--- src/verilog/twoaddr_alu_pkg.sv ---
// ########################################
// Two-address ALU shared definitions
// Instruction format, opcodes and stage structs
// ########################################

`default_nettype none

package twoaddr_alu_pkg;

    localparam int REG_ADDR_W = 3;
    localparam int REG_COUNT  = 8;
    localparam int IMM_W      = 8;

    // Codes 4'hB to 4'hF are illegal
    typedef enum logic [3:0] {
        OP_ADD  = 4'h0,
        OP_SUB  = 4'h1,
        OP_AND  = 4'h2,
        OP_OR   = 4'h3,
        OP_XOR  = 4'h4,
        OP_ADDI = 4'h5,
        OP_SLL  = 4'h6,
        OP_SRL  = 4'h7,
        OP_LI   = 4'h8,
        OP_MOV  = 4'h9,
        OP_NOP  = 4'hA
    } opcode_e;

    typedef enum logic [2:0] {
        ALU_ADD    = 3'd0,
        ALU_SUB    = 3'd1,
        ALU_AND    = 3'd2,
        ALU_OR     = 3'd3,
        ALU_XOR    = 3'd4,
        ALU_SLL    = 3'd5,
        ALU_SRL    = 3'd6,
        ALU_PASS_B = 3'd7
    } alu_op_e;

    // rd is both first source and destination
    typedef struct packed {
        opcode_e               opcode;
        logic [REG_ADDR_W-1:0] rd;
        logic [REG_ADDR_W-1:0] rs2;
        logic [IMM_W-1:0]      imm;
    } instr_t;

    typedef struct packed {
        alu_op_e               alu_op;
        logic                  use_imm;
        logic                  writes;
        logic                  illegal;
        logic [REG_ADDR_W-1:0] rd;
        logic [REG_ADDR_W-1:0] rs2;
        logic [IMM_W-1:0]      imm;
    } decoded_t;

    typedef struct packed {
        logic [REG_ADDR_W-1:0] rd;
        logic                  illegal;
    } result_info_t;

endpackage

`default_nettype wire

--- src/verilog/common_dffram_2a1w2r.sv ---
// ########################################
// Flip-flop register file, 2 address ports
// Port A read-first read/write, port B read only
// ########################################

`timescale 1ns/10ps
`default_nettype none

module common_dffram_2a1w2r #(
    parameter int RAM_DATA_WIDTH = 32,
    parameter int RAM_DEPTH      = 8,
    localparam int RAM_ADDR_WIDTH = $clog2(RAM_DEPTH)
) (
    input  logic                        clk,
    input  logic                        reset,

    // Port A reads and writes
    input  logic [RAM_ADDR_WIDTH-1:0]   addra,
    input  logic                        ena,
    input  logic                        wea,
    input  logic [RAM_DATA_WIDTH-1:0]   dina,
    output logic [RAM_DATA_WIDTH-1:0]   douta,

    // Port B only reads
    input  logic [RAM_ADDR_WIDTH-1:0]   addrb,
    output logic [RAM_DATA_WIDTH-1:0]   doutb
);

    logic [RAM_DATA_WIDTH-1:0] mem [RAM_DEPTH];
    logic [RAM_DEPTH-1:0]      sel_a;
    logic [RAM_DEPTH-1:0]      sel_b;

    // One-hot address decode
    always_comb begin
        sel_a = '0;
        sel_b = '0;
        sel_a[addra] = 1'b1;
        sel_b[addrb] = 1'b1;
    end

    genvar i;
    generate
        for (i = 0; i < RAM_DEPTH; i = i + 1) begin : gen_entry
            always_ff @(posedge clk) begin
                if (reset) begin
                    mem[i] <= '0;
                end else if (ena && wea && sel_a[i]) begin
                    mem[i] <= dina;
                end
            end
        end
    endgenerate

    // AND-OR read muxes
    // Port A sees the stored value, so a write shows up only next cycle
    always_comb begin
        douta = '0;
        doutb = '0;
        for (int j = 0; j < RAM_DEPTH; j++) begin
            douta = douta | (mem[j] & {RAM_DATA_WIDTH{sel_a[j]}});
            doutb = doutb | (mem[j] & {RAM_DATA_WIDTH{sel_b[j]}});
        end
    end

    // Both ports must address a real entry while port A is enabled
    a_addr_range: assert property (
        @(posedge clk) disable iff (reset)
        ena |-> (int'(addra) < RAM_DEPTH) && (int'(addrb) < RAM_DEPTH)
    ) else $error("regfile address out of range: a=%0d b=%0d", addra, addrb);

endmodule

`default_nettype wire

--- src/verilog/twoaddr_decode.sv ---
// ########################################
// Two-address decode stage
// Registers the instruction and classifies it
// ########################################

`timescale 1ns/10ps
`default_nettype none

module twoaddr_decode
    import twoaddr_alu_pkg::*;
(
    input  logic     clk,
    input  logic     reset,
    input  logic     instr_valid,
    input  instr_t   instr,
    output logic     dec_valid,
    output decoded_t dec
);

    decoded_t dec_next;

    always_comb begin
        dec_next         = '0;
        dec_next.rd      = instr.rd;
        dec_next.rs2     = instr.rs2;
        dec_next.imm     = instr.imm;
        dec_next.writes  = 1'b1;
        dec_next.alu_op  = ALU_PASS_B;
        case (instr.opcode)
            OP_ADD: dec_next.alu_op = ALU_ADD;
            OP_SUB: dec_next.alu_op = ALU_SUB;
            OP_AND: dec_next.alu_op = ALU_AND;
            OP_OR:  dec_next.alu_op = ALU_OR;
            OP_XOR: dec_next.alu_op = ALU_XOR;
            OP_SLL: dec_next.alu_op = ALU_SLL;
            OP_SRL: dec_next.alu_op = ALU_SRL;
            OP_MOV: dec_next.alu_op = ALU_PASS_B;
            OP_ADDI: begin
                dec_next.alu_op  = ALU_ADD;
                dec_next.use_imm = 1'b1;
            end
            OP_LI: begin
                dec_next.alu_op  = ALU_PASS_B;
                dec_next.use_imm = 1'b1;
            end
            OP_NOP: dec_next.writes = 1'b0;
            default: begin
                dec_next.writes  = 1'b0;
                dec_next.illegal = 1'b1;
            end
        endcase
    end

    always_ff @(posedge clk) begin
        if (reset) begin
            dec_valid <= 1'b0;
        end else begin
            dec_valid <= instr_valid;
        end
    end

    // Payload only loads on a valid instruction
    always_ff @(posedge clk) begin
        if (instr_valid) begin
            dec <= dec_next;
        end
    end

    a_illegal_no_write: assert property (
        @(posedge clk) disable iff (reset)
        dec_valid |-> !(dec.illegal && dec.writes)
    ) else $error("decode flagged illegal instruction as writing");

endmodule

`default_nettype wire

--- src/verilog/twoaddr_execute.sv ---
// ########################################
// Two-address execute stage
// Register file reads and combinational ALU
// ########################################

`timescale 1ns/10ps
`default_nettype none

module twoaddr_execute
    import twoaddr_alu_pkg::*;
#(
    parameter int DATA_WIDTH = 32
) (
    input  logic                  dec_valid,
    input  decoded_t              dec,

    // Register file read side
    output logic [REG_ADDR_W-1:0] addra,
    output logic [REG_ADDR_W-1:0] addrb,
    input  logic [DATA_WIDTH-1:0] douta,
    input  logic [DATA_WIDTH-1:0] doutb,

    output logic                  exe_valid,
    output decoded_t              exe,
    output logic [DATA_WIDTH-1:0] exe_value
);

    localparam int SHAMT_W = $clog2(DATA_WIDTH);

    logic [DATA_WIDTH-1:0] imm_ext;
    logic [DATA_WIDTH-1:0] opb;
    logic [SHAMT_W-1:0]    shamt;
    logic [DATA_WIDTH-1:0] alu_out;

    // rd is the first source as well as the destination
    assign addra = dec.rd;
    assign addrb = dec.rs2;

    assign imm_ext = {{(DATA_WIDTH - IMM_W){dec.imm[IMM_W-1]}}, dec.imm};
    assign opb     = dec.use_imm ? imm_ext : doutb;

    // Shifts only look at the low bits of operand B
    assign shamt = opb[SHAMT_W-1:0];

    always_comb begin
        case (dec.alu_op)
            ALU_ADD:    alu_out = douta + opb;
            ALU_SUB:    alu_out = douta - opb;
            ALU_AND:    alu_out = douta & opb;
            ALU_OR:     alu_out = douta | opb;
            ALU_XOR:    alu_out = douta ^ opb;
            ALU_SLL:    alu_out = douta << shamt;
            ALU_SRL:    alu_out = douta >> shamt;
            ALU_PASS_B: alu_out = opb;
            default:    alu_out = '0;
        endcase
    end

    assign exe_valid = dec_valid;
    assign exe       = dec;
    assign exe_value = alu_out;

endmodule

`default_nettype wire

--- src/verilog/twoaddr_result.sv ---
// ########################################
// Two-address result stage
// Write-back controls and retired outputs
// ########################################

`timescale 1ns/10ps
`default_nettype none

module twoaddr_result
    import twoaddr_alu_pkg::*;
#(
    parameter int DATA_WIDTH = 32
) (
    input  logic                  clk,
    input  logic                  reset,
    input  logic                  exe_valid,
    input  decoded_t              exe,
    input  logic [DATA_WIDTH-1:0] exe_value,

    // Write-back through register file port A
    output logic                  ena,
    output logic                  wea,
    output logic [DATA_WIDTH-1:0] dina,

    output logic                  result_valid,
    output result_info_t          result_info,
    output logic [DATA_WIDTH-1:0] result_data
);

    // The write lands on the same edge that retires the instruction
    assign ena  = exe_valid;
    assign wea  = exe_valid & exe.writes;
    assign dina = exe_value;

    always_ff @(posedge clk) begin
        if (reset) begin
            result_valid <= 1'b0;
        end else begin
            result_valid <= exe_valid;
        end
    end

    // NOP and illegal retire with zero data
    always_ff @(posedge clk) begin
        if (exe_valid) begin
            result_info.rd      <= exe.rd;
            result_info.illegal <= exe.illegal;
            result_data         <= exe.writes ? exe_value : '0;
        end
    end

    // Decode clears its valid on reset, so no write can follow a reset edge
    a_no_write_in_reset: assert property (
        @(posedge clk) reset |=> !wea
    ) else $error("register write issued during reset");

endmodule

`default_nettype wire

--- src/verilog/twoaddr_alu_top.sv ---
// ########################################
// Two-address integer datapath top level
// ########################################

`timescale 1ns/10ps
`default_nettype none

module twoaddr_alu_top
    import twoaddr_alu_pkg::*;
#(
    parameter int DATA_WIDTH = 32
) (
    input  logic                  clk,
    input  logic                  reset,
    input  logic                  instr_valid,
    input  instr_t                instr,
    output logic                  result_valid,
    output result_info_t          result_info,
    output logic [DATA_WIDTH-1:0] result_data
);

    logic                  dec_valid;
    decoded_t              dec;
    logic                  exe_valid;
    decoded_t              exe;
    logic [DATA_WIDTH-1:0] exe_value;

    // Register file ports
    logic [REG_ADDR_W-1:0] addra;
    logic [REG_ADDR_W-1:0] addrb;
    logic [DATA_WIDTH-1:0] douta;
    logic [DATA_WIDTH-1:0] doutb;
    logic                  ena;
    logic                  wea;
    logic [DATA_WIDTH-1:0] dina;

    twoaddr_decode u_decode (
        .clk         (clk),
        .reset       (reset),
        .instr_valid (instr_valid),
        .instr       (instr),
        .dec_valid   (dec_valid),
        .dec         (dec)
    );

    twoaddr_execute #(
        .DATA_WIDTH (DATA_WIDTH)
    ) u_execute (
        .dec_valid (dec_valid),
        .dec       (dec),
        .addra     (addra),
        .addrb     (addrb),
        .douta     (douta),
        .doutb     (doutb),
        .exe_valid (exe_valid),
        .exe       (exe),
        .exe_value (exe_value)
    );

    twoaddr_result #(
        .DATA_WIDTH (DATA_WIDTH)
    ) u_result (
        .clk          (clk),
        .reset        (reset),
        .exe_valid    (exe_valid),
        .exe          (exe),
        .exe_value    (exe_value),
        .ena          (ena),
        .wea          (wea),
        .dina         (dina),
        .result_valid (result_valid),
        .result_info  (result_info),
        .result_data  (result_data)
    );

    common_dffram_2a1w2r #(
        .RAM_DATA_WIDTH (DATA_WIDTH),
        .RAM_DEPTH      (REG_COUNT)
    ) u_regfile (
        .clk   (clk),
        .reset (reset),
        .addra (addra),
        .ena   (ena),
        .wea   (wea),
        .dina  (dina),
        .douta (douta),
        .addrb (addrb),
        .doutb (doutb)
    );

endmodule

`default_nettype wire

--- config.mk ---
export PLATFORM = sky130hd
export DESIGN_NAME = twoaddr_alu_top
export DESIGN_NICKNAME = d
export VERILOG_FILES = /design/src/verilog/twoaddr_alu_pkg.sv /design/src/verilog/common_dffram_2a1w2r.sv /design/src/verilog/twoaddr_decode.sv /design/src/verilog/twoaddr_execute.sv /design/src/verilog/twoaddr_result.sv /design/src/verilog/twoaddr_alu_top.sv
export SDC_FILE = /design/constraint.sdc
export NUM_CORES = 1
export LEC_CHECK = 0
export BUFFER_PORTS_ARGS = -buffer_cell sky130_fd_sc_hd__buf_4
export CAP_MARGIN = 20
export CORE_UTILIZATION = 35
export DETAILED_ROUTE_END_ITERATION = 10
export PLACE_DENSITY = 0.56
export SYNTH_ARGS = -nofsm -noshare
export SYNTH_HDL_FRONTEND = slang
export SYNTH_HIERARCHICAL = 1
export SYNTH_SLANG_ARGS = --single-unit
--- constraint.sdc ---
create_clock -name clk -period 11.7 [get_ports clk]
set_input_delay 1.17 -clock clk [delete_from_list [all_inputs] [get_ports clk]]
set_output_delay 1.17 -clock clk [all_outputs]
set_load 0.02 [all_outputs]
## After elaboration in Yosys (flattened, before gate mapping)

Memory sizes are Yosys's and may differ from the RTL's.
Index checks and enable logic that the tools add are counted.

- $add $sub $neg: 2
- Multiply operators: 0
- Div/mod/pow operators: 0
- Magnitude comparators: 4
- Equal/unequal tests: 17
- Shift operators: 2
- Multiplexer cells: 44
- Bitwise gates (word level): 42
- Reductions and logical operators: 17

Operator list:

| cell | count |
|---|---|
| $and A32 B32 Y32 | 17 |
| $or A32 B32 Y32 | 15 |
| $mux W32 | 9 |
| $pmux W32 S8 | 1 |
| $add A32 B32 Y32 | 1 |
| $shl A32 B5 Y32 | 1 |
| $shr A32 B5 Y32 | 1 |
| $sub A32 B32 Y32 | 1 |
| $xor A32 B32 Y32 | 1 |
| $mux W1 | 31 |
| $pmux W3 S7 | 1 |
| $eq A4 B3 Y1 const B | 4 |
| $eq A3 B3 Y1 const B | 4 |
| $eq A4 B4 Y1 const B | 3 |
| $logic_and A1 B1 Y1 | 11 |
| $reduce_or A11 Y1 | 1 |
| $reduce_or A10 Y1 | 1 |
| $eq A4 B2 Y1 const B | 2 |
| $lt A3 B4 Y1 const B | 2 |
| $or A1 B1 Y1 | 8 |
| $demux W1 S3 | 2 |
| $eq A3 B2 Y1 const B | 2 |
| $ge A3 B1 Y1 const B | 2 |
| $eq A4 B1 Y1 const B | 1 |
| 5 further kinds | 6 |

- Register bits: 58
- Bits in latches: 0
- Memory bits (writable): 256
- ROM bits: 0
- Input bits: 21
- Logic and storage cells: 141
- Memories: 1

Memories:

| name | words | width | rd ports | clocked after memory_dff | write ports | line | RTL |
|---|---|---|---|---|---|---|---|
| u_regfile.mem | 8 | 32 | 8 | 0 | 8 | common_dffram_2a1w2r.sv:29 | `logic [RAM_DATA_WIDTH-1:0] mem [RAM_DEPTH];` |

## Depth between registers and ports, before layout

- Depth in word-level cells: 16
- Gate-level depth with buffers: 29

## Hierarchy

The synthesis kept the hierarchy.

Modules (own cells, without submodules):

| module | instances | cells an instance | area an instance (sq um) |
|---|---|---|---|
| common_dffram_2a1w2r | 1 | 845 | 13,386.6 |
| twoaddr_execute | 1 | 1,137 | 8,074.0 |
| twoaddr_result | 1 | 107 | 1,617.8 |
| twoaddr_decode | 1 | 36 | 716.9 |

## Least setup slack after synthesis

Ideal clock, no wire load.

- Kind: register to register
- From: register u_decode/dec[8] (netlist name)
- To: memory u_regfile.mem[3][31] (netlist: u_regfile/mem[0][127]) (data pin)
- Library setup time: 157 ps
- Arrival: 5,798 ps
- Slack: 5,745 ps
- Stages on the path, launching flop included: 28
- Buffers on the path: 7
- Cell sequence: edfxtp_1 buf_4 buf_2 buf_6 mux4_2 mux2_2 mux2i_1 buf_2 buf_4 buf_2 ha_1 o221ai_1 nor2_2 o21ai_2 o21ai_0 xnor2_1 ha_1 a21oi_1 a21boi_0 o21a_1 o22ai_1 a2111oi_2 o21ai_1 or4_1 nand3b_1 buf_4 clkinv_1 nor3_1

RTL lines:

| element | line |
|---|---|
| to (decl) | common_dffram_2a1w2r.sv:29 |

==> flow_summary.json <==
{
  "status": "finished clean",
  "firstDrtPassIters": 5,
  "netlist_instances": 2110,
  "yosys_warnings": 6,
  "critPathKind": "reg2reg",
  "final_nets": 2159,
  "drive_gt1_frac": 0.221,
  "drt_iter0_markers": 1916,
  "core.rowCount": 95,
  "rsz0062_at_grt": "no",
  "post_drt_wl_per_cell_um": 28.5,
  "cap_violations": 0,
  "cts-buffers-inserted": 38,
  "h-tree-depth": 2,
  "tightest_slew_ns": 1.09,
  "path_max_fanout": 27,
  "dp_slack_ns": 4.32,
  "cts_hold_buf": 0,
  "worst_ep_required_time_ns": 12.08,
  "period_needed_ns": 7.49,
  "clkSinkCount": 314,
  "worstHoldPathType": "reg2reg",
  "core_sq_mm": 0.0670,
  "skew_ns": 0.0249,
  "grt_pass1_vias": 17904,
  "maxSlewViolCount": 0,
  "insertion_delay_ns": 0.58,
  "fin_crit_sh": 0.640,
  "clk_pin_slew_worst_paths_ns": 0.05,
  "dieArea_sq_mm": 0.0687,
  "area_delta_synth_final_pct": 8.44,
  "antenna_found_initial": 1,
  "seq_area_sq_mm": 0.00941,
  "drc_errors": 0,
  "num-fill-cells": 6538,
  "start_kind": "flop",
  "routed_wl_mm": 83.9,
  "multi_input_area_sq_mm": 0.0128,
  "ir_drop_mv": 0.0860,
  "die_h_um": 262,
  "antenna_left": 0,
  "post_cts.repair.setup_buffers": 0,
  "cts_tree": "built",
  "cts_root_buf": "clkbuf_16",
  "max_freq_ghz": 0.133,
  "setup_viol": 0,
  "fin_ws_ns": 4.21,
  "max_slew_margin": 0.267,
  "crit_arrival_ns": 7.87,
  "power_leakage_uw": 0.00927,
  "viasPerCell": 6.14,
  "gp_congestion": 0.987,
  "synth_fp_nets": 2229,
  "totalNegativeSetupSlack_ns": 0,
  "vias": 18064,
  "hold_viol": 0,
  "gr-total-overflow": 0,
  "cts_resized": 0,
  "synth_area_sq_mm": 0.0237,
  "ios": 58,
  "synth_area_per_cell_sq_um": 11.2,
  "grtUsageTotal": 0.243,
  "hold_ws_ns": 0.418,
  "crit_path_end_kind": "flop",
  "place.detailed.hpwl_mm": 58.0,
  "grt_pass1_wl_mm": 121,
  "port_buffers": 57,
  "initial_utilization": 0.353,
  "fp.dieW_um": 262,
  "grt_max_degree": 81,
  "clock_path_buffers": 3,
  "power_density_mw_per_mm2": 156
}
state kept, by name, indices dropped and copies added (netlist names):
register,flops
u_regfile/mem,256
u_result/result_data,32
u_decode/dec,20
u_result/result_info,4
u_decode/dec_valid,1
u_result/result_valid,1
through the flow:
stage / power, uW / util / std cells / area [sq um]
floorplan: 2420 / - / 2110 / 23700
global placement: 2870 / 0.365 / 2870 / 24500
detailed placement: 2870 / 0.366 / 2872 / 24500
CTS: 3990 / 0.383 / 2935 / 25700
global route: 4150 / 0.383 / 2936 / 25700
finish: 3990 / 0.383 / 2940 / 25700
report_power, final:
part	switching [uW]	internal (uW)
Combinational	1040	520
Sequential	31.2	1290
Clock	486	625
cells in the final DEF (no fill, tap or decap), drive strengths merged, types with 43 or more instances in the layout:
cell	count
a21oi	87
edfxtp	312
mux2	67
clkbuf	47
mux4	143
buf	105
clkinv	43
nor3	273
inv	82
nand2	89
nor2	99
o21ai	104
mux2i	127
xnor2	46
ha	97
layer usage:
layer / routed length, um / global-route usage
met1: 35000 / 0.323
met5: 0 / 0
met3: 6030 / 0.0365
met4: 3300 / 0.0933
met2: 39600 / 0.397
cell type report:
| type | instances | share of cell area |
|---|---|---|
| clock inverters | 16 | 0.00609 |
| clock buffers | 47 | 0.0383 |
| inverters | 112 | 0.0164 |
| flip-flops and latches | 314 | 0.366 |
| well taps | 873 | 0.0425 |
| multi-input cells | 1469 | 0.498 |
| diodes | 4 | 0.000390 |
| repair buffers | 105 | 0.0321 |
path summary, 6_finish.rpt:
| path | slack (ns) | startpoint | depth (start not counted) | end |
|---|---|---|---|---|
| max | 4.21 | u_decode/dec[8] | 18 | u_regfile/mem[0][56] |
| min | 0.42 | u_decode/dec[14] | 0 | u_result/result_info[0] |
| max reg2reg | 4.21 | u_decode/dec[8] | 18 | u_regfile/mem[0][56] |
| min reg2reg | 0.42 | u_decode/dec[14] | 0 | u_result/result_info[0] |
critical path, cell delays in order (launching register included):
cell and delay [ns]:
edfxtp_1 0.35, buf_4 0.48, mux4_2 0.58, mux2_2 0.36, nor3_1 0.79, or2_2 0.38, a21oi_1 0.17, xnor2_1 0.17
ha_1 0.36, a21oi_1 0.15, o22ai_1 0.18, o31ai_1 0.49, a31oi_1 0.17, buf_4 0.19, a2111oi_2 0.60, o31ai_1 0.19
o41ai_1 0.84, clkinv_1 0.52, nor3_1 0.29
Power figures use the tool's default switching activity.
